### src/common/flash_pkg.sv
// shared flash definitions; RAM index wraps above byte address bit 10, SFDP region picked by bits 31:24
package flash_pkg;

	// JEDEC command codes that the device understands
	localparam logic [7:0] cmd_read = 8'h03;
	localparam logic [7:0] cmd_sfdp = 8'h5a;
	localparam logic [7:0] cmd_rdsr = 8'h05;
	localparam logic [7:0] cmd_wren = 8'h06;
	localparam logic [7:0] cmd_wrds = 8'h04;
	localparam logic [7:0] cmd_rdid = 8'h9f;

	// manufacturer, type and capacity bytes of a 16 MB part
	localparam logic [23:0] jedec_id = 24'hc22018;
	// SFDP table sits above the normal 16 MB space
	localparam logic [7:0] sfdp_offset = 8'h01;
	// tag in the upper log address for an unknown command
	localparam logic [15:0] log_unknown_tag = 16'hc0de;

	localparam int ram_index_bits = 11;
	localparam int ram_words = 2 ** ram_index_bits;
	// clk cycles from read_enable to valid
	localparam int ram_latency = 3;

	typedef struct packed {
		logic [7:0] data;
		logic [2:0] bit_idx;
		logic bit_strobe;
		logic byte_strobe;
		logic first;
		logic cs_active;
	} rx_event_t;

	typedef struct packed {
		logic [31:0] addr;
		logic read_enable;
	} ram_req_t;

	typedef struct packed {
		logic [15:0] data;
		logic valid;
	} ram_rsp_t;

	typedef struct packed {
		logic [31:0] addr;
		logic [7:0] len;
	} log_rec_t;

	typedef struct packed {
		logic enable;
		logic [ram_index_bits-1:0] index;
		logic [15:0] data;
	} preload_t;

	// region bit on top, word bits from byte address 10:1
	function automatic logic [ram_index_bits-1:0] ram_index(input logic [31:0] byte_addr);
		return {byte_addr[31:24] == sfdp_offset, byte_addr[10:1]};
	endfunction

endpackage

### src/rtl/spi_slave/spi_slave_rx.sv
// SPI mode 0 receiver, MSB first; sclk half-period must be at least 4 clk, events lag pins by 2 clk
`timescale 1ns/1ps

module spi_slave_rx import flash_pkg::*; (
	input logic clk,
	input logic reset,
	input logic sclk,
	input logic cs_n,
	input logic mosi,
	output rx_event_t rx
);
	logic [1:0] sclk_sync;
	logic [1:0] cs_n_sync;
	logic [1:0] mosi_sync;
	logic sclk_prev;
	logic sclk_rise;
	logic [6:0] shift;
	logic [2:0] bit_cnt;
	logic first_pending;

	// two-stage synchronizers on all three pins
	always_ff @(posedge clk) begin
		if (reset) begin
			sclk_sync <= 2'b00;
			cs_n_sync <= 2'b11;
			sclk_prev <= 1'b0;
		end else begin
			sclk_sync <= {sclk_sync[0], sclk};
			cs_n_sync <= {cs_n_sync[0], cs_n};
			sclk_prev <= sclk_sync[1];
		end
	end

	// mosi travels with the same delay as sclk, so it is stable at the rise
	always_ff @(posedge clk)
		mosi_sync <= {mosi_sync[0], mosi};

	assign sclk_rise = sclk_sync[1] && !sclk_prev;

	// bit counter restarts at 7 whenever the chip is deselected
	always_ff @(posedge clk) begin
		if (reset || cs_n_sync[1]) begin
			bit_cnt <= 3'd7;
			first_pending <= 1'b1;
		end else if (sclk_rise) begin
			bit_cnt <= bit_cnt - 3'd1;
			// command byte done
			if (bit_cnt == 3'd0)
				first_pending <= 1'b0;
		end
	end

	// only seven bits are kept, the newest bit comes straight from the sync stage
	always_ff @(posedge clk)
		if (sclk_rise)
			shift <= {shift[5:0], mosi_sync[1]};

	always_comb begin
		rx.data = {shift, mosi_sync[1]};
		rx.bit_idx = bit_cnt;
		rx.bit_strobe = sclk_rise;
		rx.byte_strobe = sclk_rise && bit_cnt == 3'd0;
		rx.first = rx.byte_strobe && first_pending;
		rx.cs_active = !cs_n_sync[1];
	end

	// host must not clock sclk while deselected
	assert property (@(posedge clk) disable iff (reset)
		(rx.bit_strobe || rx.byte_strobe) |-> !cs_n_sync[1]);

endmodule

### config.mk
export PLATFORM = sky130hd
export DESIGN_NAME = spi_slave_rx
export DESIGN_NICKNAME = d
export VERILOG_FILES = /design/src/common/flash_pkg.sv /design/src/rtl/spi_slave/spi_slave_rx.sv
export SDC_FILE = /design/constraint.sdc
export NUM_CORES = 1
export LEC_CHECK = 0
export BUFFER_PORTS_ARGS = -buffer_cell sky130_fd_sc_hd__buf_2
export CAP_MARGIN = 40
export CORE_MARGIN = 5
export CORE_UTILIZATION = 46
export CTS_CLUSTER_DIAMETER = 120
export CTS_CLUSTER_SIZE = 14
export DETAILED_ROUTE_END_ITERATION = 10
export PLACE_DENSITY = 0.84
export SETUP_SLACK_MARGIN = 0.5
export SKIP_LAST_GASP = 1
export SLEW_MARGIN = 20
export SYNTH_ARGS = -nofsm -noshare
export SYNTH_HDL_FRONTEND = slang
export SYNTH_SLANG_ARGS = --single-unit
### constraint.sdc
create_clock -name clk -period 1.4 [get_ports clk]
set_input_delay 0.28 -clock clk [delete_from_list [all_inputs] [get_ports clk]]
set_output_delay 0.28 -clock clk [all_outputs]
set_load 0.1 [all_outputs]
==> results.sh <==
export IMPL_status="complete, but fails checks"
export IMPL_violations="setup timing"
export IMPL_routed_via_density=4.72
export IMPL_gp_congestion=0.635
export IMPL_final_hold_viol_count=0
export IMPL_fin_cells=99
export IMPL_cp_end_kind="output pin"
export IMPL_hp_class="primary input to register"
export IMPL_grt_pass1_vias=462
export IMPL_cp_startpoint="bit_cnt[0]"
export IMPL_r2r_start="sclk_prev"
export IMPL_rrSetupSlack_ns=0.09
export IMPL_final_cell_mix="buf_6 (17), buf_4 (9), buf_12 (7), edfxtp_1 (7)"
export IMPL_io_buffers=19
export IMPL_syn_instance_count=44
export IMPL_synth_cell_type_count=17
export IMPL_h_tree_depth=1
export IMPL_rsz0062_at_grt="true"
export IMPL_via_count=467
export IMPL_fill_cells=56
export IMPL_nets=92
export IMPL_crit_end="rx[1]"
export IMPL_die_area_um2=2160
export IMPL_dp_hpwl_um=732
export IMPL_ys_ff_latch=18
export IMPL_synth_top_area_share_pct=36.0
export IMPL_drive_gt1_share_pct=72.6
export IMPL_rows=13
export IMPL_slew_violations=0
export IMPL_start_util_pct=47.6
export IMPL_syn_area_per_cell_um2=13.9
export IMPL_synth_area_um2=612
export IMPL_relSlewSlack_pct=82.7
export IMPL_holdWs_ns=0.0816
export IMPL_holdPathStages=1
export IMPL_drt_iter0_drc=0
export IMPL_cp_max_fo=2
export IMPL_final_common_cell="buf_6"
export IMPL_grt_pass1_wl_um=2080
export IMPL_path_depth=5
export IMPL_cts_root_buffer="clkbuf_4"
export IMPL_dp_cells=78
export IMPL_leakage_nw=0.508
export IMPL_worstSetupStartpointType="register"
export IMPL_clk_latency_ns=0.29
export IMPL_drt_wl_total_um=1580
export IMPL_crit_path_max_incr_delay_ns=0.37
export IMPL_critPathArrivalTime_ns=1.39
export IMPL_synth_top_area_cell="dfxtp_1"
export IMPL_fp_dieH_um=46.5
export IMPL_power_density_nw_per_um2=842
export IMPL_ant_nets=0
export IMPL_multiInputGateArea_um2=185
export IMPL_diodes=0
export IMPL_skew_ns=0.00371
export IMPL_yosys_warnings=0
export IMPL_crit_family="simple AND/OR/NAND/NOR gates"
export IMPL_fin_crit_ns=1.67
export IMPL_ioPinCount=20
export IMPL_overflow=0
export IMPL_die_w_um=46.5
export IMPL_syn_num_nets=51
export IMPL_dp_slack_ns=0.0733
export IMPL_worstSetupPathType="register to output pin"
export IMPL_numCtsBuffers=3
export IMPL_finalSetupViolations=4
export IMPL_slowest_stage="dfxtp_4"
export IMPL_reg2reg_to="shift[4]"
export IMPL_postPlaceCellArea_um2=811
export IMPL_grt_max_degree=11
export IMPL_irDropWorstVdd_mv=0.670
export IMPL_worst_slack_ns=-0.274
export IMPL_path_cells="inv_4, ha_4, nor3b_4, and2_4, buf_12"
export IMPL_antenna_found_initial=0
export IMPL_path_clk_slew_ns=0.10
export IMPL_wl_per_cell_um=16.0
export IMPL_syn_to_final_growth_pct=86.7
export IMPL_cts_hold_buf=0
export IMPL_ctsLongestPathBuffers=2
export IMPL_synth_area_leaders="dfxtp_1 (36%), edfxtp_1 (34%), ha_1 (4.1%)"
export IMPL_clkSinkCount=18
export IMPL_finalInstanceArea_um2=1140
export IMPL_regArea_um2=447
export IMPL_report_power_total_mw=0.962
export IMPL_crit_required_ns=1.12
export IMPL_post_route_period_util_pct=120
export IMPL_drc_errors=0
export IMPL_first_pass_iters=1
export IMPL_reg2reg_depth=6
export IMPL_ys_seq_area_share_pct=70.3
export IMPL_cts_tree="done"
export IMPL_track_usage_pct=15.0
export IMPL_fmax_ghz=0.597
export IMPL_drv_cap=0
export IMPL_crit_buf_inv=2
export IMPL_core_um2=1280
export IMPL_tightest_slew_ns=0.259
==> timing repair <==
action,4_1_cts,5_1_grt
setup buffers,12,5
pin swaps,3,4
endpoints found under the setup margin,24,26
resized for setup,44,6
==> synth_stat cells, drive strengths merged <==
cell type  number
nor3b           1
o21ai           1
nand2           3
dfxtp          11
ha              2
nand3b          1
nor2b           3
and2            1
o211ai          1
nand2b          1
xor2            1
buf             2
nor2            1
xnor2           1
inv             5
or2             2
edfxtp          7
==> state kept, by name, summed over array words and instances (netlist names) <==
name and cells:
bit_cnt 3, first_pending 1, sclk_prev 1, shift 7, mosi_sync 2, sclk_sync 2
cs_n_sync 2
==> metal layers <==
metal / GRT usage (%) / vias up / wire length (µm)
met1: 14.4 / 224 / 620
met4: 10.2 / 0 / 63
li1: - / 220 / -
met2: 26.4 / 17 / 838
met5: 0 / - / 0
met3: 5.08 / 6 / 59
==> metrics by stage <==
| step | TNS, ns | utilization [%] |
|---|---|---|
| 6_report | -0.921 | 88.9 |
| 3_5_place_dp | 0 | 63.1 |
| 5_1_grt | -1.20 | 88.9 |
| 4_1_cts | -0.737 | 83.9 |
| 3_3_place_gp | 0 | 63.1 |
| 2_1_floorplan | -1.71 | - |
==> final cells by class <==
cell class	instances	share of cell area (%)
clock inverter	1	0.329
multi-input combinational	19	16.2
inverter	5	2.74
tap	15	1.64
timing repair buffer	38	38.0
clock buffer	3	1.97
sequential	18	39.1
==> report_power, final <==
| part | leakage (nW) | switching (mW) | internal [mW] |
|---|---|---|---|
| Clock | 0.0154 | 0.155 | 0.104 |
| Sequential | 0.155 | 0.0104 | 0.553 |
| Combinational | 0.338 | 0.0887 | 0.0507 |
| Total | 0.508 | 0.254 | 0.708 |
==> worst register-to-register path: stages, from the launching register on <==
cell and delay, ns:
dfxtp_2 0.33, nand2b_4 0.15, buf_4 0.13, buf_6 0.12, clkinvlp_4 0.09, buf_6 0.10, buf_6 0.12
==> logic make-up (layout without fill, tap and decap cells) <==
group	Yosys count	count (layout)	synth area share [%]
AOI/OAI and AO/OA	2	2	2.04
adders and majority gates	2	2	4.09
DFF	18	18	70.3
buffers and inverters	7	47	5.52
xor gates and xnor gates	2	2	2.86
and+or+nand+nor	13	13	15.1
==> worst min-delay path by stage <==
stage,from,slack [ns],end
finish,mosi,0.08,mosi_sync[0]
global route,mosi,0.07,mosi_sync[0]
CTS,mosi,0.08,mosi_sync[0]
detailed placement,mosi_sync[0],0.32,mosi_sync[1]
global placement,mosi_sync[0],0.32,mosi_sync[1]
floorplan,mosi,0.31,mosi_sync[0]
(Power assumes the default switching activity.)
