--- src/rtl/spi_slave/spi_slave_tx.sv ---
// SPI mode 0 transmitter; a byte loaded during byte N goes out during byte N+1, else ones
`timescale 1ns/1ps

module spi_slave_tx (
	input logic clk,
	input logic reset,
	input logic sclk,
	input logic cs_n,
	input logic [7:0] tx_byte,
	input logic tx_strobe,
	output logic miso
);
	logic [1:0] sclk_sync;
	logic [1:0] cs_n_sync;
	logic sclk_prev;
	logic sclk_fall;
	logic [2:0] fall_cnt;
	logic [7:0] pending;
	logic pending_valid;
	logic [7:0] shift;

	always_ff @(posedge clk) begin
		if (reset) begin
			sclk_sync <= 2'b00;
			cs_n_sync <= 2'b11;
			sclk_prev <= 1'b0;
		end else begin
			sclk_sync <= {sclk_sync[0], sclk};
			cs_n_sync <= {cs_n_sync[0], cs_n};
			sclk_prev <= sclk_sync[1];
		end
	end

	assign sclk_fall = !sclk_sync[1] && sclk_prev;

	always_ff @(posedge clk) begin
		if (reset || cs_n_sync[1]) begin
			fall_cnt <= 3'd0;
			shift <= 8'hff;
			pending_valid <= 1'b0;
		end else begin
			if (sclk_fall) begin
				fall_cnt <= fall_cnt + 3'd1;
				// eighth falling edge ends the byte, next MSB goes out now
				if (fall_cnt == 3'd7) begin
					shift <= pending_valid ? pending : 8'hff;
					pending_valid <= 1'b0;
				end else begin
					shift <= {shift[6:0], 1'b1};
				end
			end
			// a load wins over the boundary that empties the slot
			if (tx_strobe)
				pending_valid <= 1'b1;
		end
	end

	always_ff @(posedge clk)
		if (tx_strobe)
			pending <= tx_byte;

	assign miso = shift[7];

endmodule

--- config.mk ---
export PLATFORM = sky130hd
export DESIGN_NAME = spi_slave_tx
export DESIGN_NICKNAME = d
export VERILOG_FILES = /design/src/rtl/spi_slave/spi_slave_tx.sv
export SDC_FILE = /design/constraint.sdc
export NUM_CORES = 1
export LEC_CHECK = 0
export CAP_MARGIN = 20
export CELL_PAD_IN_SITES_DETAIL_PLACEMENT = 0
export CELL_PAD_IN_SITES_GLOBAL_PLACEMENT = 2
export CORE_UTILIZATION = 30
export DETAILED_ROUTE_END_ITERATION = 12
export DONT_BUFFER_PORTS = 1
export PLACE_DENSITY = 0.55
export SETUP_SLACK_MARGIN = 0.3
export SYNTH_ARGS = -nofsm -noshare
export SYNTH_HDL_FRONTEND = slang
export SYNTH_SLANG_ARGS = --single-unit
--- constraint.sdc ---
create_clock -name clk -period 1.5 [get_ports clk]
set_clock_uncertainty 0.1 [all_clocks]
set_input_delay 0.15 -clock clk [delete_from_list [all_inputs] [get_ports clk]]
set_output_delay 0.15 -clock clk [all_outputs]
set_load 0.005 [all_outputs]
==> flow_metrics.py, run 1 <==
metrics = {
    "outcome": {
        "status": "complete, but fails checks",
        "violations": "negative hold slack",
    },
    "setup_path": {
        "path_class": "reg -> reg",
        "endpoint_kind": "register",
        "ff2ff_path_depth": 5,
        "cp.depth": 5,
        "critPathMaxFanout": 4,
        "worstPathArrival_ns": 1.40,
        "critPathTopFamily": "flip-flops",
        "r2r-start": "fall_cnt[1]$_SDFFE_PP0P_",
        "startpoint_type": "register",
        "crit_end": "shift[7]$_SDFFE_PP1P_",
        "crit_start": "fall_cnt[1]$_SDFFE_PP0P_",
        "cp_cell_sequence": "ha_4 > ha_4 > buf_12 > o221ai_2 > nand3_1",
        "rrSetupSlack_ns": 0.21,
        "crit_required_ns": 1.61,
        "max_stage_delay_ns": 0.36,
        "crit_top_cell": "ha_4",
        "r2r_end": "shift[7]$_SDFFE_PP1P_",
        "crit_buf_inv": 1,
        "cp_slowest_cell": "dfxtp_2",
    },
    "global_routing": {
        "grt_first_pass_wirelength_um": 2920,
        "grt_pass1_vias": 612,
        "overflow": 0,
        "antenna_found_initial": 0,
        "track_usage_pct": 12.4,
        "grt_max_degree": 16,
    },
    "timing": {
        "fmax_ghz": 0.774,
        "rsz0062_at_grt": "true",
        "tns_ns": 0,
        "setup_viol": 0,
        "hold_viol_final": 16,
        "slew_headroom_pct": 68.2,
        "post-route-period-util_pct": 86.2,
        "min_period_ns": 1.29,
        "whs_ns": -0.237,
        "drv_slew": 0,
        "tightestPinTransition_ns": 0.476,
    },
    "power": {
        "swShare_pct": 22.1,
        "p_comb_share_pct": 4.8,
        "p_per_area_mw_per_mm2": 923,
        "seqPwrFrac_pct": 66.9,
        "vdd_drop_max_uv": 440,
        "clkPwrFrac_pct": 28.3,
        "p_int_uw": 858,
        "power.switching_uw": 244,
        "power.leakage_uw": 0.000418,
    },
    "floorplan": {
        "rows": 19,
        "dieHeight_um": 56.8,
        "dieArea_sq_mm": 0.00323,
        "die_w_um": 56.8,
        "fp.coreArea_sq_mm": 0.00281,
        "initial_core_util_pct": 32.2,
        "ios": 14,
    },
    "clock_tree": {
        "clk_path_buf_depth": 2,
        "cts_tree": "yes",
        "cts_hold_buf": 12,
        "cts.clk_slew.worst_paths_ns": 0.15,
        "root_buffer": "clkbuf_4",
        "cts_buffers": 3,
        "cts_sinks": 25,
        "htreeDepth": 1,
        "clock_latency_ns": 0.32,
    },
    "final_layout": {
        "n_fill_cell": 264,
        "drive_gt1_share_pct": 30.3,
        "n_antenna_cell": 0,
        "area_growth_pct": 32.5,
        "fin_nets": 105,
    },
    "placed_design": {
        "dp_hpwl_um": 1080,
        "io_buffers": 0,
        "gp_congestion": 0.676,
    },
    "logic_synthesis": {
        "ys_seq_elements": 25,
        "postSynthCellCount": 72,
        "synth_nets": 87,
        "syn_area_per_cell_sq_um": 12.5,
        "synth.distinct_cells": 21,
        "synth_warnings": 0,
        "synth_area_sq_um": 902,
        "seq_area_frac_synth_pct": 64.4,
    },
    "routing": {
        "wl_per_cell_um": 14.2,
        "drtPass1Iterations": 3,
        "dr.first_iter.drc_count": 15,
        "post_drt_via_cell_ratio": 4.98,
        "wl_um": 1700,
        "vias": 597,
        "drc": 0,
        "postRouteAntennaNets": 0,
    },
    "hold_path": {
        "hold_class": "in -> reg",
    },
    "job": {
        "maxCapViolations": 0,
    },
}
state kept, by name (all words and copies together), names as in the netlist:
name / flops
pending: 8
cs_n_sync: 2
pending_valid: 1
sclk_prev: 1
fall_cnt: 3
sclk_sync: 2
shift: 8
cell usage in the layout, fill, tap and decap left out, drive strengths merged, types with 3 or more instances in the layout:
cell         instances
dfxtp               17
dlygate4sd3         11
edfxtp               8
nand2                8
o221ai               7
nand3                7
buf                  5
nor2b                4
nor3                 4
clkbuf               3
worst min path at each step:
stage                      from                       end  slack (ns)  depth (start not counted)
final                     reset  fall_cnt[0]$_SDFFE_PP0P_       -0.24                          1
after floorplan           reset  fall_cnt[0]$_SDFFE_PP0P_        0.11                          1
after global routing      reset  fall_cnt[0]$_SDFFE_PP0P_       -0.29                          1
after CTS                 reset  fall_cnt[0]$_SDFFE_PP0P_       -0.26                          1
after global placement    reset  fall_cnt[0]$_SDFFE_PP0P_        0.12                          1
after detailed placement  reset  fall_cnt[0]$_SDFFE_PP0P_        0.12                          1
layer usage:
metal / routed length [um] / GRT usage (%) / up-vias / share of wire [%]
met5: 0 / 0 / - / 0
met4: 21 / 4.18 / 0 / 1.2
met3: 71 / 5.76 / 2 / 4.2
met2: 841 / 19.7 / 10 / 49
met1: 765 / 14.7 / 290 / 45
li1: - / - / 295 / -
cell type report:
cell class	instances	area, sq um	share of cell area, %
flip-flops and latches	25	583	48.8
multi-input cells	43	375	31.4
repair buffers	16	164	13.7
well taps	31	38.8	3.25
clock buffers	3	22.5	1.88
clock inverters	1	7.51	0.628
inverters	1	3.75	0.314
power by group through the flow:
stage                     combinational (uW)  sequential (uW)  clock, uW
after global routing                    58.2              740        365
after floorplan                         23.2              750          0
after detailed placement                25.0              753          0
after CTS                               54.7              739        333
final                                   52.8              738        312
after global placement                  24.9              755          0
timing repair:
action	4_1_cts	5_1_grt
buffers inserted	3	1
setup endpoints to repair	8	9
resized for setup	3	1
hold endpoints to repair	33	16
gates cloned	0	0
pin swaps	4	2
worst register-to-register path, delay by kind of cell, from the launching register on:
family / cells / cell delay [ns]
flops: 1 / 0.36
fa+ha+maj: 2 / 0.35
compound gates: 1 / 0.15
buf+inv: 1 / 0.13
simple gates: 1 / 0.09
cells by family after synthesis:
logic type	synth area share, %
multiplexers	2.22
adder cells (fa/ha/maj)	2.77
flip-flops	64.4
XOR/XNOR	0.971
AO/OA/AOI/OAI	8.60
AND/OR/NAND/NOR	17.3
buffers and inverters	3.74
metrics by stage:
stage               instance area [sq um]  setup slack [ns]  std cells  power, uW  util, %
floorplan                             997             0.278         72        773        -
global placement                     1010             0.218        101        780     35.9
detailed placement                   1010             0.194        101        778     35.9
CTS                                  1190             0.193        120       1130     42.6
global route                         1190             0.134        120       1160     42.6
finish                               1190             0.208        120       1100     42.6
synth_stat cells:
cell | count | area, sq um
nor2b_1 | 3 | 18.8
nor3_1 | 3 | 15.0
nor2b_4 | 1 | 13.8
dfxtp_1 | 17 | 340
nor2_4 | 1 | 11.3
mux2i_1 | 2 | 20.0
xnor2_1 | 1 | 8.76
or2_2 | 2 | 12.5
o221ai_1 | 7 | 61.3
edfxtp_1 | 8 | 240
nor2_1 | 1 | 3.75
o21ai_0 | 2 | 10.0
nand3_1 | 7 | 35.0
ha_1 | 2 | 25.0
nand2_1 | 8 | 30.0
buf_4 | 2 | 15.0
nor3_2 | 1 | 10.0
buf_8 | 1 | 15.0
nand2b_1 | 1 | 6.26
inv_1 | 1 | 3.75
a31oi_1 | 1 | 6.26
(Power assumes the default switching activity.)
==> run 2: changes to the inputs <==
--- a/config.mk
+++ b/config.mk
@@ -12,7 +12,6 @@
 export DETAILED_ROUTE_END_ITERATION = 12
 export DONT_BUFFER_PORTS = 1
 export PLACE_DENSITY = 0.55
-export SETUP_SLACK_MARGIN = 0.3
 export SYNTH_ARGS = -nofsm -noshare
 export SYNTH_HDL_FRONTEND = slang
 export SYNTH_SLANG_ARGS = --single-unit
==> run 2 against run 1 <==
  * The run now ends clean
  * First-iteration DRC count fell by 6.7%
  * Count of clock-buffer cells in the layout is the same
  * Worst setup slack got worse by 0.15 ns
  * Worst hold slack better by 0.57 ns
  * Critical path depth is 2 lower
  * Die area stayed put
  * Via count down 3.2%
  * Critical endpoint is now sclk_sync[0]$_SDFF_PP0_
==> flow_metrics.py, run 2 (synthesized netlist as in run 1, its figures left out) <==
metrics = {
    "outcome": {
        "status": "completed",
    },
    "setup_path": {
        "critPathMaxFanout": 9,
        "max_stage_delay_ns": 0.76,
        "crit_top_cell": "dlygate4sd3_1",
        "critPathTopFamily": "buffers and inverters",
        "r2r-start": "fall_cnt[0]$_SDFFE_PP0P_",
        "crit_required_ns": 1.61,
        "cp_slowest_cell": "dlygate4sd3_1",
        "cp_cell_sequence": "dlygate4sd3_1 > nor2b_1 > dlygate4sd3_1",
        "endpoint_kind": "register",
        "worstPathArrival_ns": 1.56,
        "ff2ff_path_depth": 5,
        "rrSetupSlack_ns": 0.13,
        "r2r_end": "shift[4]$_SDFFE_PP1P_",
        "startpoint_type": "input pin",
        "path_class": "in -> reg",
        "crit_buf_inv": 2,
    },
    "placed_design": {
        "dp_hpwl_um": 993,
        "gp_congestion": 0.631,
        "placed_area_sq_um": 918,
        "io_buffers": 0,
        "place_ws_ns": 0.0960,
    },
    "routing": {
        "drc": 0,
        "vias": 578,
        "drtPass1Iterations": 4,
        "dr.first_iter.drc_count": 14,
        "wl_um": 1550,
        "post_drt_via_cell_ratio": 4.94,
        "postRouteAntennaNets": 0,
        "wl_per_cell_um": 13.2,
    },
    "clock_tree": {
        "cts_buffers": 3,
        "cts_tree": "yes",
        "root_buffer": "clkbuf_4",
        "clock_latency_ns": 0.32,
        "cts.clk_slew.worst_paths_ns": 0.12,
        "clk_path_buf_depth": 2,
        "cts_sinks": 25,
        "htreeDepth": 1,
        "post_cts_buffers": 0,
    },
    "timing": {
        "rsz0062_at_grt": "false",
        "layout_setup_ws_ns": 0.0541,
        "tns_ns": 0,
        "tightestPinTransition_ns": 0.433,
        "setup_viol": 0,
        "post-route-period-util_pct": 96.4,
        "hold_viol_final": 0,
        "drv_slew": 0,
        "min_period_ns": 1.45,
        "fmax_ghz": 0.692,
        "slew_headroom_pct": 71.0,
        "whs_ns": 0.335,
    },
    "hold_path": {
        "hold-path-endpoint": "cs_n_sync[1]$_SDFF_PP1_",
        "hold_class": "reg -> reg",
        "hp-start": "cs_n_sync[0]$_SDFF_PP1_",
        "worstHoldPathCells": 1,
    },
    "power": {
        "vdd_drop_max_uv": 643,
        "p_per_area_mw_per_mm2": 1010,
        "power.leakage_uw": 0.000404,
    },
    "final_layout": {
        "fin_nets": 102,
        "most-common-layout-cells": "dfxtp_1 (17), dlygate4sd3_1 (12), edfxtp_1 (8)",
        "fin_area_sq_mm": 0.00107,
        "n_fill_cell": 293,
        "n_antenna_cell": 0,
        "area_growth_pct": 18.4,
        "layout_commonest_cell": "dfxtp_1",
        "drive_gt1_share_pct": 12.8,
        "top_regs": "pending x8, shift x8, fall_cnt x3",
    },
    "floorplan": {
        "dieArea_sq_mm": 0.00323,
        "dieHeight_um": 56.8,
        "initial_core_util_pct": 32.2,
        "die_w_um": 56.8,
        "fp.coreArea_sq_mm": 0.00281,
        "rows": 19,
        "ios": 14,
    },
    "global_routing": {
        "gr-usage-met2_pct": 17.0,
        "grt.met1_usage_pct": 13.0,
        "met3_usage_pct": 5.07,
        "overflow": 0,
        "grt_max_degree": 15,
        "busiest_layer": "met2",
        "grt_first_pass_wirelength_um": 2550,
        "track_usage_pct": 10.8,
        "grt_pass1_vias": 561,
        "antenna_found_initial": 0,
    },
    "job": {
        "maxCapViolations": 0,
    },
}
## run 2: cell count changes in the layout (fill, tap and decap cells not counted), sizes merged
| cell | change |
|---|---|
| buf | -4 |
| clkinv | +1 |
| clkinvlp | -1 |
| dlygate4sd3 | +1 |
## run 2: where the power goes
| part | total (uW) | switching (uW) | internal, uW |
|---|---|---|---|
| Clock | 295 | 195 | 99.7 |
| Sequential | 732 | 8.82 | 724 |
| Combinational | 54.1 | 23.0 | 31.0 |
## run 2: worst max path at each step
stage               cells past startpoint                 endpoint  slack (ns)                      from
finish                                  3  sclk_sync[0]$_SDFF_PP0_        0.05                     reset
detailed placement                      5    shift[7]$_SDFFE_PP1P_         0.1  fall_cnt[0]$_SDFFE_PP0P_
CTS                                     3  sclk_sync[0]$_SDFF_PP0_        0.05                     reset
floorplan                               6    shift[1]$_SDFFE_PP1P_        0.17  fall_cnt[0]$_SDFFE_PP0P_
global route                            3  sclk_sync[0]$_SDFF_PP0_        0.03                     reset
global placement                        5    shift[6]$_SDFFE_PP1P_        0.12  fall_cnt[0]$_SDFFE_PP0P_
## run 2: per-stage QoR
stage / instances / util [%] / power, uW
2_1_floorplan: 72 / - / 767
3_3_place_gp: 101 / 32.7 / 771
3_5_place_dp: 101 / 32.7 / 770
4_1_cts: 117 / 38.0 / 1100
5_1_grt: 117 / 38.1 / 1130
6_report: 117 / 38.1 / 1080
## run 2: metal layers
metal | wire length, um | part of all wire (%)
met1 | 756 | 49
met2 | 704 | 46
met3 | 67 | 4.3
met4 | 17 | 1.1
met5 | 0 | 0
## run 2: worst register-to-register path: stages, from the launching register on
cell and delay, ns:
dfxtp_1 0.34, ha_1 0.20, ha_1 0.20, buf_4 0.17
o221ai_1 0.17, nand3_1 0.09
## run 2: final cells by class
type	instances	area [sq um]	share of cell area (%)
Sequential cell	25	581	54.3
Multi-Input combinational cell	43	290	27.2
Timing Repair Buffer	13	128	11.9
Tap cell	31	38.8	3.63
Inverter	1	3.75	0.351
Clock buffer	3	22.5	2.11
Clock inverter	1	5.00	0.468
## run 2: timing repair
action | CTS | global route
endpoints found under the hold margin | 33 | 0
setup endpoints to repair | 0 | 6
resized for setup | 0 | 1
hold buffers | 12 | 0
==> run 3: changes to the inputs <==
--- a/config.mk
+++ b/config.mk
@@ -9,6 +9,7 @@
 export CELL_PAD_IN_SITES_DETAIL_PLACEMENT = 0
 export CELL_PAD_IN_SITES_GLOBAL_PLACEMENT = 2
 export CORE_UTILIZATION = 30
+export CTS_BUF_LIST = sky130_fd_sc_hd__clkbuf_2
 export DETAILED_ROUTE_END_ITERATION = 12
 export DONT_BUFFER_PORTS = 1
 export PLACE_DENSITY = 0.55
==> run 3 against run 2 <==
  * Sequential share of layout area rose by 0.38 points
  * Global-route usage unchanged
  * Maximum frequency up 2.3%
  * Largest cell class unchanged
  * Final cell count did not move
  * Routed wire length is essentially flat
  * Die area is the same
  * Non-clock buffer count did not move
  * Register-to-register slack about the same
  * Flip-flop and latch count did not move
==> flow_metrics.py, run 3 (synthesized netlist as in run 1, its figures left out) <==
metrics = {
    "clock_tree": {
        "htreeDepth": 1,
        "cts_tree": "yes",
        "clock_latency_ns": 0.34,
        "cts_sinks": 25,
        "root_buffer": "clkbuf_2",
        "clk_path_buf_depth": 2,
        "post_cts_buffers": 0,
        "cts_buffers": 3,
        "cts.clk_slew.worst_paths_ns": 0.24,
    },
    "job": {
        "maxCapViolations": 0,
    },
    "global_routing": {
        "antenna_found_initial": 0,
        "grt_max_degree": 15,
        "track_usage_pct": 10.8,
        "grt_first_pass_wirelength_um": 2550,
        "overflow": 0,
        "grt_pass1_vias": 561,
    },
    "final_layout": {
        "most-common-layout-cells": "dfxtp_1 (17), dlygate4sd3_1 (12), edfxtp_1 (8)",
        "fin_nets": 102,
        "drive_gt1_share_pct": 12.8,
        "n_fill_cell": 296,
        "utilization_pct": 37.8,
        "top_regs": "pending x8, shift x8, fall_cnt x3",
        "area_growth_pct": 17.6,
        "n_antenna_cell": 0,
        "layout_commonest_cell": "dfxtp_1",
    },
    "timing": {
        "post-route-period-util_pct": 94.3,
        "setup_viol": 0,
        "slew_headroom_pct": 71.7,
        "drv_slew": 0,
        "tightestPinTransition_ns": 0.423,
        "fmax_ghz": 0.707,
        "rsz0062_at_grt": "false",
        "tns_ns": 0,
        "min_period_ns": 1.41,
        "hold_viol_final": 0,
    },
    "setup_path": {
        "r2r-start": "fall_cnt[0]$_SDFFE_PP0P_",
        "crit_end": "sclk_sync[0]$_SDFF_PP0_",
        "worstPathArrival_ns": 1.57,
        "critPathMaxFanout": 9,
        "path_class": "in -> reg",
        "ff2ff_path_depth": 5,
        "startpoint_type": "input pin",
        "rrSetupSlack_ns": 0.13,
        "r2r_end": "shift[4]$_SDFFE_PP1P_",
        "endpoint_kind": "register",
        "crit_required_ns": 1.65,
        "crit_start": "reset",
    },
    "placed_design": {
        "dp_hpwl_um": 993,
        "io_buffers": 0,
        "gp_congestion": 0.631,
    },
    "routing": {
        "post_drt_via_cell_ratio": 4.92,
        "wl_um": 1550,
        "vias": 576,
        "drtPass1Iterations": 4,
        "dr.first_iter.drc_count": 12,
        "wl_per_cell_um": 13.2,
        "drc": 0,
        "postRouteAntennaNets": 0,
    },
    "hold_path": {
        "hold_class": "in -> reg",
    },
    "floorplan": {
        "die_w_um": 56.8,
        "rows": 19,
        "dieArea_sq_mm": 0.00323,
        "dieHeight_um": 56.8,
        "initial_core_util_pct": 32.2,
        "ios": 14,
        "fp.coreArea_sq_mm": 0.00281,
    },
    "power": {
        "power.leakage_uw": 0.000403,
        "p_per_area_mw_per_mm2": 984,
        "vdd_drop_max_uv": 500,
    },
    "outcome": {
        "status": "completed",
    },
}
[run 3: cell counts in the layout (fill, tap and decap cells not counted)]
No cell type changed its count.
[run 3: layer usage]
layer	track usage, %	vias to the layer above	share of wire, %
met2	17.0	11	45
met5	0	-	0
met4	3.14	0	1.0
li1	-	290	-
met1	13.0	273	49
met3	5.07	2	4.3
[run 3: where the power goes]
group / internal, uW / switching [uW] / leakage [uW] / total [uW]
registers: 725 / 8.73 / 0.000217 / 734
logic: 31.0 / 23.1 / 0.000170 / 54.2
clock network: 60.4 / 196 / 0.0000164 / 256
[run 3: timing repair]
action                     CTS  global route
hold buffers                12             0
hold endpoints to repair    33             0
gates resized for setup      0             1
setup endpoints to repair    0             5
[run 3: worst min path at each step]
| stage | from | to | slack, ns | depth (start not counted) |
|---|---|---|---|---|
| after floorplan | reset | fall_cnt[0]$_SDFFE_PP0P_ | 0.12 | 1 |
| after global placement | reset | sclk_prev$_SDFF_PP0_ | 0.12 | 1 |
| after detailed placement | reset | sclk_sync[0]$_SDFF_PP0_ | 0.12 | 1 |
| after CTS | tx_byte[3] | pending[3]$_DFFE_PP_ | 0.29 | 1 |
| after global routing | tx_byte[7] | pending[7]$_DFFE_PP_ | 0.27 | 1 |
| final | tx_byte[3] | pending[3]$_DFFE_PP_ | 0.31 | 1 |
[run 3: area by class of cell]
type | count | area, sq um | area share (%)
flip-flops and latches | 25 | 581 | 54.7
multi-input cells | 43 | 290 | 27.4
repair buffers | 13 | 128 | 12.0
well taps | 31 | 38.8 | 3.66
clock buffers | 3 | 15.0 | 1.42
clock inverters | 1 | 5.00 | 0.472
inverters | 1 | 3.75 | 0.354
[run 3: worst max-delay path, cell delays in order]
cell,delay [ns]
dlygate4sd3_1,0.77
nor2b_1,0.08
dlygate4sd3_1,0.56
[run 3: stage by stage]
step                      total power [uW]  setup slack [ns]  instance area, sq um  hold WS (ns)  std cells
final                                 1040            0.0861                  1060         0.308        117
after global routing                  1090            0.0479                  1060         0.266        117
after CTS                             1060            0.0938                  1060         0.286        117
after detailed placement               770            0.0960                   918         0.124        101
after global placement                 771             0.123                   918         0.123        101
after floorplan                        767             0.166                   902         0.121         72
