File: config.mk
export PLATFORM = sky130hd
export DESIGN_NAME = flash_cmd_ctrl
export DESIGN_NICKNAME = d
export VERILOG_FILES = /design/src/common/flash_pkg.sv /design/src/rtl/flash_cmd_ctrl.sv
export SDC_FILE = /design/constraint.sdc
export NUM_CORES = 1
export LEC_CHECK = 0
export BUFFER_PORTS_ARGS = -buffer_cell sky130_fd_sc_hd__buf_4
export CORE_MARGIN = 1.5
export CORE_UTILIZATION = 45
export DETAILED_ROUTE_END_ITERATION = 10
export GPL_ROUTABILITY_DRIVEN = 0
export PLACE_DENSITY = 0.7
export SYNTH_ARGS = -nofsm -noshare
export SYNTH_HDL_FRONTEND = slang
export SYNTH_SLANG_ARGS = --single-unit
File: constraint.sdc
create_clock -name clk -period 4.3 [get_ports clk]
set_input_delay 0.215 -clock clk [delete_from_list [all_inputs] [get_ports clk]]
set_output_delay 0.215 -clock clk [all_outputs]
set_load 0.005 [all_outputs]
File: src/common/flash_pkg.sv
// shared flash definitions; RAM index wraps above byte address bit 10, SFDP region picked by bits 31:24
package flash_pkg;

	// JEDEC command codes that the device understands
	localparam logic [7:0] cmd_read = 8'h03;
	localparam logic [7:0] cmd_sfdp = 8'h5a;
	localparam logic [7:0] cmd_rdsr = 8'h05;
	localparam logic [7:0] cmd_wren = 8'h06;
	localparam logic [7:0] cmd_wrds = 8'h04;
	localparam logic [7:0] cmd_rdid = 8'h9f;

	// manufacturer, type and capacity bytes of a 16 MB part
	localparam logic [23:0] jedec_id = 24'hc22018;
	// SFDP table sits above the normal 16 MB space
	localparam logic [7:0] sfdp_offset = 8'h01;
	// tag in the upper log address for an unknown command
	localparam logic [15:0] log_unknown_tag = 16'hc0de;

	localparam int ram_index_bits = 11;
	localparam int ram_words = 2 ** ram_index_bits;
	// clk cycles from read_enable to valid
	localparam int ram_latency = 3;

	typedef struct packed {
		logic [7:0] data;
		logic [2:0] bit_idx;
		logic bit_strobe;
		logic byte_strobe;
		logic first;
		logic cs_active;
	} rx_event_t;

	typedef struct packed {
		logic [31:0] addr;
		logic read_enable;
	} ram_req_t;

	typedef struct packed {
		logic [15:0] data;
		logic valid;
	} ram_rsp_t;

	typedef struct packed {
		logic [31:0] addr;
		logic [7:0] len;
	} log_rec_t;

	typedef struct packed {
		logic enable;
		logic [ram_index_bits-1:0] index;
		logic [15:0] data;
	} preload_t;

	// region bit on top, word bits from byte address 10:1
	function automatic logic [ram_index_bits-1:0] ram_index(input logic [31:0] byte_addr);
		return {byte_addr[31:24] == sfdp_offset, byte_addr[10:1]};
	endfunction

endpackage

File: src/rtl/flash_cmd_ctrl.sv
// serial flash command decoder; no program or erase, data must return within one sclk bit time
`timescale 1ns/1ps

module flash_cmd_ctrl import flash_pkg::*; (
	input logic clk,
	input logic reset,
	input rx_event_t rx,
	output ram_req_t ram_req,
	input ram_rsp_t ram_rsp,
	output logic [7:0] tx_byte,
	output logic tx_strobe,
	output log_rec_t log,
	output logic log_strobe,
	output logic [7:0] errors
);
	typedef enum logic [1:0] {
		mode_idle,
		mode_read,
		mode_rdid
	} mode_t;

	mode_t mode;
	// number of the byte now arriving, command is byte 0
	logic [2:0] byte_cnt;
	logic is_sfdp;
	logic wel;
	logic [31:0] addr;
	logic [15:0] rd_data;
	logic rd_ready;
	logic late_pending;
	logic late_sel;
	logic cs_prev;
	logic [2:0] load_start;
	logic [31:0] cur_addr;
	logic [31:0] fetch_addr;
	logic rsp_take;
	logic word_ok;
	logic [15:0] word;
	logic [7:0] status;

	// only the write enable latch is live
	assign status = {6'b0, wel, 1'b0};
	// byte whose strobe loads the first data byte, one later for the SFDP dummy
	assign load_start = is_sfdp ? 3'd4 : 3'd3;
	// while the last address byte arrives, its bits come straight from rx
	assign cur_addr = (byte_cnt == 3'd3) ? {addr[31:8], rx.data} : addr;
	// seven bits in, the word address is complete
	assign fetch_addr = (byte_cnt == 3'd3) ? {addr[31:8], rx.data[6:0], 1'b0} : addr;
	assign rsp_take = ram_req.read_enable && ram_rsp.valid;
	// data returning in the same cycle counts as ready
	assign word_ok = (rd_ready || rsp_take) && !late_pending;
	assign word = rd_ready ? rd_data : ram_rsp.data;

	always_ff @(posedge clk) begin
		tx_strobe <= 1'b0;
		log_strobe <= 1'b0;
		cs_prev <= rx.cs_active;
		if (reset) begin
			mode <= mode_idle;
			byte_cnt <= 3'd0;
			is_sfdp <= 1'b0;
			wel <= 1'b0;
			rd_ready <= 1'b0;
			late_pending <= 1'b0;
			ram_req.read_enable <= 1'b0;
			errors <= 8'h00;
			cs_prev <= 1'b0;
		end else if (!rx.cs_active) begin
			// deselect ends the transaction, log a read once its address is known
			if (cs_prev && mode == mode_read && byte_cnt >= 3'd4)
				log_strobe <= 1'b1;
			mode <= mode_idle;
			byte_cnt <= 3'd0;
			rd_ready <= 1'b0;
			late_pending <= 1'b0;
			ram_req.read_enable <= 1'b0;
		end else begin
			// fetch returned, drop the request and keep the word
			if (rsp_take) begin
				ram_req.read_enable <= 1'b0;
				rd_data <= ram_rsp.data;
				rd_ready <= 1'b1;
				// a byte boundary already passed, send it right away
				if (late_pending) begin
					tx_byte <= late_sel ? ram_rsp.data[15:8] : ram_rsp.data[7:0];
					tx_strobe <= 1'b1;
					late_pending <= 1'b0;
					rd_ready <= 1'b0;
				end
			end

			if (rx.first) begin
				byte_cnt <= 3'd1;
				mode <= mode_idle;
				is_sfdp <= 1'b0;
				addr <= 32'h0;
				log.len <= 8'h00;
				case (rx.data)
					cmd_read: begin
						mode <= mode_read;
					end
					cmd_sfdp: begin
						mode <= mode_read;
						is_sfdp <= 1'b1;
						addr[31:24] <= sfdp_offset;
					end
					cmd_rdsr: begin
						tx_byte <= status;
						tx_strobe <= 1'b1;
					end
					cmd_wren: begin
						wel <= 1'b1;
					end
					cmd_wrds: begin
						wel <= 1'b0;
					end
					cmd_rdid: begin
						mode <= mode_rdid;
						tx_byte <= jedec_id[23:16];
						tx_strobe <= 1'b1;
					end
					default: begin
						// program, erase and anything else end up here
						log.addr <= {log_unknown_tag, 8'h00, rx.data};
						log.len <= rx.data;
						log_strobe <= 1'b1;
						errors[7] <= 1'b1;
					end
				endcase
			end else if (rx.byte_strobe) begin
				if (byte_cnt != 3'd7)
					byte_cnt <= byte_cnt + 3'd1;

				// remaining identity bytes, one per byte time
				if (mode == mode_rdid && byte_cnt == 3'd1) begin
					tx_byte <= jedec_id[15:8];
					tx_strobe <= 1'b1;
				end else if (mode == mode_rdid && byte_cnt == 3'd2) begin
					tx_byte <= jedec_id[7:0];
					tx_strobe <= 1'b1;
				end

				if (mode == mode_read) begin
					case (byte_cnt)
						3'd1: addr[23:16] <= rx.data;
						3'd2: addr[15:8] <= rx.data;
						3'd3: begin
							addr[7:0] <= rx.data;
							// start address keeps its region bits
							log.addr <= {addr[31:8], rx.data};
						end
						default: ;
					endcase

					if (byte_cnt >= load_start) begin
						// low 24 bits wrap, region bits stay put
						addr[23:0] <= cur_addr[23:0] + 24'd1;
						log.len <= log.len + 8'd1;
						if (word_ok) begin
							tx_byte <= cur_addr[0] ? word[15:8] : word[7:0];
							tx_strobe <= 1'b1;
							rd_ready <= 1'b0;
						end else begin
							late_pending <= 1'b1;
							late_sel <= cur_addr[0];
							if (byte_cnt == load_start)
								errors[6] <= 1'b1;
							else
								errors[5] <= 1'b1;
						end
					end
				end
			end else if (rx.bit_strobe && rx.bit_idx == 3'd1 && mode == mode_read
				&& byte_cnt >= load_start) begin
				// one bit before the boundary, fetch the word for the next byte
				if (ram_req.read_enable && !rsp_take)
					errors[4] <= 1'b1;
				ram_req.read_enable <= 1'b1;
				ram_req.addr <= fetch_addr;
				rd_ready <= 1'b0;
			end
		end
	end

	// a load only makes sense inside a transaction the receiver still sees
	assert property (@(posedge clk) disable iff (reset) tx_strobe |-> rx.cs_active);

endmodule

==> metrics.txt, run 1 <==
Crit path largest cell delay=0.73 ns; synthesis-to-finish area growth=25.2%; ANT nets after route=0; diodes inserted=0; initial antenna violation count=0; register-to-register setup slack=roughly 1.5 ns; average cell area after synthesis=~11 um^2; post-detailed-route DRC marker count=0; Distinct cells, synth=63; PortBufs=108; Setup Crit Path Kind=register to register; routed length per instance=18.0 um; core region area=between 10000 and 15000 um^2; cell chosen for the clock root=sky130_fd_sc_hd__clkbuf_16; number of nets in the layout=731; commonest cells after routing, fill and taps aside=sky130_fd_sc_hd__buf_4, sky130_fd_sc_hd__edfxtp_1, sky130_fd_sc_hd__nand2_1; Iter 0 DRT Violations=495; cell taking the most area after synthesis=sky130_fd_sc_hd__edfxtp_1; worst reg2reg path endpoint=addr[12]$_SDFFCE_PP0P_; gr ovfl total=0; Crit-path slowest cell=sky130_fd_sc_hd__a21oi_1; critical-path maximum fanout=47; layout cell share with drive strength beyond 1=between 20% and 30%; endpoint type of the worst setup path=register; number of gates given a new drive strength after cts=0; standard-cell rows=43; clock sink count=between 100 and 150; max_cap viols=0; RSZ-0062 raised after global routing=false; worst setup skew after layout=roughly 0.0074 ns; critical path, cell by cell=inv_1, ha_1, nor2b_1, o21ai_2, buf_4, nor2_1, a21oi_1; status=finished clean; final period utilization=64.0%; clock tree from TritonCTS=built; min cycle time layout=between 2 and 3 ns; Slew HR=between 30% and 40%; Final setup violation count=0; buffer depth of the longest clock path=2; arrival time worst endpoint=2.80 ns; final design utilization=58.2%; ratio of routed vias to standard cells=5.73; via count of the first global-routing pass=around 5000; count of yosys warnings during synthesis=0; total negative slack=0 ns; count of pins on the block boundary=around 130; number of search-and-repair iterations in the first detailed-routing pass=5; most common cell after layout, fill and taps aside=sky130_fd_sc_hd__buf_4; leading register cell type out of synthesis=sky130_fd_sc_hd__edfxtp_1; Die Height=around 120 um; peak supply drop=roughly 0.24 mV; Num CTS Buffers=17; depth of the worst register-to-register path=7; global-route wire length before repair=~25000 um; number of enable-type register cells in the synthesized netlist=109; Cell Area, Synth=6500 um^2; fraction of synthesized cell area taken by the top area cell type=50.3%; maximum clock frequency=~360 MHz; Horiz. Die Dim=about 120 um; post-detailed-placement half-perimeter wirelength=~11000 um; transition time at the pin with the least slew margin=a little over 0.9 ns; number of pins exceeding their max-slew limit in the final report=0; areal power density over the cells=371 nW/um^2; maximum number of pins on one net before global-route repair=54; Setup crit start kind=register; Post-Synthesis Cells=between 500 and 600; total design power=roughly 3.0 mW; clock transition at the registers of the reported paths=0.06 ns; deepest level of the CTS H-tree=4; worst flop-to-flop path startpoint=byte_cnt[0]$_SDFFE_PN0P_; total length of routed wires=~16000 um; ys async rst share=0%; data required time of the worst path=4.34 ns; Hold Path Depth=2; static leakage power=3.09 nW; sequential cell area fraction in the yosys report=~56%; full die area=15200 um^2; type of the worst min-delay path=input pin to register; via count=between 5000 and 6000; #FFs+latches synth=around 130; hold-critical path endpoint=wel$_SDFFE_PP0P_; starting utilization of the core area=a little under half; clock insertion delay at the later pin of the skew report=roughly 0.42 ns; HP Start=reset; worst-case hold slack=0.0216 ns; GRT Overall Usage=21.9%; top post-synthesis cells by area=sky130_fd_sc_hd__edfxtp_1, sky130_fd_sc_hd__dfxtp_1, sky130_fd_sc_hd__o21ai_0; Hold Vio Cnt, Final=0
cells by family after synthesis:
kind of cell,Yosys count,synth area share [%]
AO/OA/AOI/OAI,134,13.2
buffers and inverters,73,5.45
adder cells (fa/ha/maj),10,1.92
XOR/XNOR,23,3.10
multiplexers,25,5.54
AND/OR/NAND/NOR,183,15.1
flip-flops,126,55.6
other,1,0.0577
where the power goes:
| part | internal (mW) | switching [mW] |
|---|---|---|
| Combinational | 0.0898 | 0.118 |
| Sequential | 1.35 | 0.0156 |
| Clock | 0.906 | 0.538 |
| Total | 2.35 | 0.671 |
critical path, delay by kind of cell (launching register included):
family / cells / cell delay, ns
compound gates: 2 / 0.90
simple gates: 2 / 0.24
buf+inv: 2 / 0.53
flops: 1 / 0.40
fa+ha+maj: 1 / 0.31
sequential cells by signal, indices dropped and copies added, names as in the netlist, 2 cells and up:
name,count
addr,25
byte_cnt,3
errors,4
log,34
mode,2
ram_req,26
rd_data,16
tx_byte,8
how the worst max path moves through the flow:
stage	start	to	slack [ns]	cells after the start
CTS	byte_cnt[0]$_SDFFE_PN0P_	addr[17]$_SDFFCE_PP0P_	1.58	7
floorplan	byte_cnt[1]$_SDFFE_PP0P_	log[10]$_DFFE_PP_	0.31	7
global route	byte_cnt[0]$_SDFFE_PN0P_	addr[17]$_SDFFCE_PP0P_	1.36	7
detailed placement	byte_cnt[0]$_SDFFE_PN0P_	addr[21]$_SDFFCE_PP0P_	1.60	7
global placement	byte_cnt[1]$_SDFFE_PP0P_	addr[23]$_SDFFCE_PP0P_	1.72	8
finish	byte_cnt[0]$_SDFFE_PN0P_	addr[12]$_SDFFCE_PP0P_	1.55	7
area by class of cell:
cell class / count / area, um^2
repair buffers: 131 / 1020
multi-input cells: 391 / 2610
clock buffers: 17 / 425
fillers: 1155 / 5850
clock inverters: 14 / 170
flip-flops and latches: 126 / 3610
well taps: 180 / 225
inverters: 20 / 75.1
layer usage:
layer | wire (um) | track usage [%] | up-vias
met5 | 0 | 0 | -
met3 | 1090 | 4.66 | 25
li1 | - | - | 2349
met4 | 297 | 8.62 | 0
met1 | 6530 | 26.9 | 2443
met2 | 7940 | 37.6 | 224
cells in the mapped netlist, types with 5 or more instances:
cell type / number
sky130_fd_sc_hd__ha_1: 10
sky130_fd_sc_hd__a22o_1: 7
sky130_fd_sc_hd__xor2_1: 17
sky130_fd_sc_hd__o21ai_0: 40
sky130_fd_sc_hd__nand2b_1: 5
sky130_fd_sc_hd__xnor2_1: 6
sky130_fd_sc_hd__nor3_1: 5
sky130_fd_sc_hd__nor2b_1: 17
sky130_fd_sc_hd__nand4_1: 13
sky130_fd_sc_hd__and3_1: 12
sky130_fd_sc_hd__nor2_1: 27
sky130_fd_sc_hd__mux2i_1: 11
sky130_fd_sc_hd__inv_1: 19
sky130_fd_sc_hd__mux2_2: 5
sky130_fd_sc_hd__nand3_1: 25
sky130_fd_sc_hd__nand2_1: 46
sky130_fd_sc_hd__o22ai_1: 6
sky130_fd_sc_hd__clkbuf_1: 25
sky130_fd_sc_hd__dfxtp_1: 17
sky130_fd_sc_hd__edfxtp_1: 109
sky130_fd_sc_hd__buf_2: 7
sky130_fd_sc_hd__and2_1: 6
sky130_fd_sc_hd__mux4_2: 8
sky130_fd_sc_hd__a31oi_1: 8
sky130_fd_sc_hd__a21oi_1: 33
sky130_fd_sc_hd__or3_1: 5
sky130_fd_sc_hd__buf_4: 17
sky130_fd_sc_hd__a21o_1: 10
timing repair:
action / 4_1_cts / 5_1_grt
buffers inserted: 0 / 0
hold buffers: 16 / 0
endpoints found under the hold margin: 16 / 0
per-stage QoR:
| stage | area, um^2 | instances | setup slack [ns] |
|---|---|---|---|
| 2_1_floorplan | 6560 | 590 | 0.311 |
| 3_3_place_gp | 7380 | 832 | 1.72 |
| 3_5_place_dp | 7380 | 832 | 1.60 |
| 4_1_cts | 8140 | 879 | 1.58 |
| 5_1_grt | 8140 | 879 | 1.36 |
| 6_report | 8140 | 879 | 1.55 |
Power figures use the tool's default switching activity.
==> run 2, diff against run 1 <==
==> constraint.sdc (replaced) <==
create_clock -name clk -period 2.35 [get_ports clk]
set_input_delay 0.1175 -clock clk [delete_from_list [all_inputs] [get_ports clk]]
set_output_delay 0.1175 -clock clk [all_outputs]
set_load 0.005 [all_outputs]
==> run 2 against run 1 <==
Effect of this change:
- sequential share of layout area decreased by 1.8 points
- die area unchanged
- sequential power increased by 82%
- clock skew about the same
- wire length increased by 5.2%
- register-to-register slack got worse by 1.5 ns
- largest cell class unchanged
==> metrics.txt, run 2 (synthesis gave the netlist of run 1 again) <==
status=finished clean (unchanged); flip-flop count of the largest register after layout=34 (unchanged); final non-filler cell total=911 (was 879); transition time at the pin with the least slew margin=0.864 ns (was 0.923 ns); max_cap viols=0 (unchanged); largest register by flop count=log (unchanged); multi-input gate area in the final layout=2670 um^2 (was 2610 um^2); worst setup skew after layout=0.00759 ns (was 0.00743 ns); total design power=5.39 mW (was 3.02 mW); Worst Setup Slack, final=0.0178 ns (was 1.55 ns); maximum clock frequency=429 MHz (was 363 MHz); Horiz. Die Dim=123 um (unchanged); core region area=14000 um^2 (unchanged); FF/Latch Area=3620 um^2 (was 3610 um^2); initial antenna violation count=0 (unchanged); diodes inserted=0 (unchanged); Setup Crit Path Kind=register to register (unchanged); most common cell after layout, fill and taps aside=sky130_fd_sc_hd__buf_4 (unchanged); data required time of the worst path=2.51 ns (was 4.34 ns); clock sink count=126 (unchanged); ratio of routed vias to standard cells=5.70 (was 5.73); number of search-and-repair iterations in the first detailed-routing pass=5 (unchanged); RSZ-0062 raised after global routing=true (was false); Slew HR=41.6% (was 38.4%); deepest level of the CTS H-tree=4 (unchanged); Final setup violation count=0 (unchanged); Crit path largest cell delay=0.41 ns (was 0.73 ns); starting utilization of the core area=46.5% (unchanged); total length of routed wires=16700 um (was 15900 um); post-detailed-route DRC marker count=0 (unchanged); commonest cells after routing, fill and taps aside=sky130_fd_sc_hd__buf_4, sky130_fd_sc_hd__edfxtp_1, sky130_fd_sc_hd__nand2_1 (unchanged); synthesis-to-finish area growth=30.7% (was 25.2%); maximum number of pins on one net before global-route repair=39 (was 54); count of placed standard cells including taps=858 (was 832); peak supply drop=0.457 mV (was 0.238 mV); areal power density over the cells=634 nW/um^2 (was 371 nW/um^2); depth of the worst register-to-register path=9 (was 7); routed length per instance=18.3 um (was 18.0 um); full die area=15200 um^2 (unchanged); Num CTS Buffers=17 (unchanged); arrival time worst endpoint=2.49 ns (was 2.80 ns); global-route wire length before repair=25500 um (was 25100 um); critical path, cell by cell=ha_4, ha_4, buf_6, nand3b_1, a221oi_4, buf_6, nand4_1, xor2_1, a21oi_1 (was inv_1, ha_1, nor2b_1, o21ai_2, buf_4, nor2_1, a21oi_1); endpoint type of the worst setup path=register (unchanged); Setup crit start kind=register (unchanged); clock insertion delay at the later pin of the skew report=0.42 ns (about the same); layout cell share with drive strength beyond 1=28.5% (was 24.3%); standard-cell rows=43 (unchanged); final design utilization=60.7% (was 58.2%); post-layout instance area=8500 um^2 (was 8140 um^2); via count of the first global-routing pass=5168 (was 5031); Iter 0 DRT Violations=388 (was 495); Die Height=123 um (unchanged); ANT nets after route=0 (unchanged); register-to-register setup slack=0.02 ns (was 1.55 ns); number of nets in the layout=764 (was 731); cell family with the largest share of critical-path delay=compound AO/OA/AOI/OAI gates (unchanged); count of pins on the block boundary=125 (unchanged); Crit-path slowest cell=sky130_fd_sc_hd__a221oi_4 (was sky130_fd_sc_hd__a21oi_1); static leakage power=3.26 nW (was 3.09 nW); post-detailed-placement half-perimeter wirelength=11300 um (was 10800 um); buffer depth of the longest clock path=2 (unchanged); final period utilization=99.2% (was 64.0%); fillcell total=1119 (was 1155); gr ovfl total=0 (unchanged); total negative slack=0 ns (unchanged); leading registers by flop count=log: 34 flops, ram_req: 26 flops, addr: 25 flops (unchanged); clock tree from TritonCTS=built (unchanged); cell chosen for the clock root=sky130_fd_sc_hd__clkbuf_16 (unchanged); Hold Vio Cnt, Final=0 (unchanged); setup slack at placement=0.0357 ns (was 1.60 ns); type of the worst min-delay path=input pin to register (unchanged); clock transition at the registers of the reported paths=0.06 ns (about the same); PortBufs=108 (unchanged); worst-case hold slack=0.0328 ns (was 0.0216 ns); standard cell area after detailed placement=7650 um^2 (was 7380 um^2); critical path depth=9 (was 7); critical-path maximum fanout=8 (was 47); Hold Path Depth=1 (was 2); critical path buffer and inverter count=2 (unchanged); via count=5194 (was 5041); GRT Overall Usage=22.4% (was 21.9%); min cycle time layout=2.33 ns (was 2.75 ns); number of pins exceeding their max-slew limit in the final report=0 (unchanged)
run 2: cell types whose count changed in the layout (fill, tap and decap cells not counted), moves of 3 or more:
cell | before | now
sky130_fd_sc_hd__ha_1 | 10 | 7
sky130_fd_sc_hd__dfxtp_1 | 17 | 14
sky130_fd_sc_hd__buf_12 | 0 | 4
sky130_fd_sc_hd__buf_4 | 115 | 139
run 2: repair_timing:
action,4_1_cts,5_1_grt
hold endpoints to repair,22,0
endpoints found under the setup margin,0,41
buffers inserted,0,4
resized for setup,0,12
hold buffers,18,0
run 2: final timing paths:
| check | end | start |
|---|---|---|
| hold reg to reg | ram_req[25]$_DFFE_PP_ | addr[24]$_DFFE_PP_ |
| setup reg to reg | addr[21]$_SDFFCE_PP0P_ | byte_cnt[1]$_SDFFE_PP0P_ |
| setup / recovery | addr[21]$_SDFFCE_PP0P_ | byte_cnt[1]$_SDFFE_PP0P_ |
| hold / removal | log[13]$_DFFE_PP_ | rx[12] |
run 2: cell type report:
| class | count | area share, % |
|---|---|---|
| clock buffers | 18 | 5.05 |
| clock inverters | 12 | 1.46 |
| inverters | 20 | 0.913 |
| multi-input cells | 391 | 31.4 |
| flip-flops and latches | 126 | 42.6 |
| well taps | 180 | 2.65 |
| repair buffers | 164 | 15.9 |
run 2: metal layers:
layer | vias up | GRT usage [%] | part of all wire, % | routed length [um]
met3 | 37 | 5.67 | 7.4 | 1240
met2 | 252 | 37.8 | 51 | 8430
met5 | - | 0 | 0 | 0
li1 | 2403 | - | - | -
met1 | 2502 | 26.2 | 40 | 6670
met4 | 0 | 12.1 | 2.0 | 340
run 2: report_power, final:
group,switching [mW],internal (mW)
sequential,0.0305,2.47
clock,0.945,1.53
combinational,0.223,0.186
run 2: worst register-to-register path: cells and delay by family, from the launching register on:
kind	cells	cell delay, ns
xor gates and xnor gates	1	0.21
and+or+nand+nor	2	0.35
adders and majority gates	2	0.35
AOI/OAI and AO/OA	2	0.51
buffers and inverters	2	0.31
DFF	1	0.36
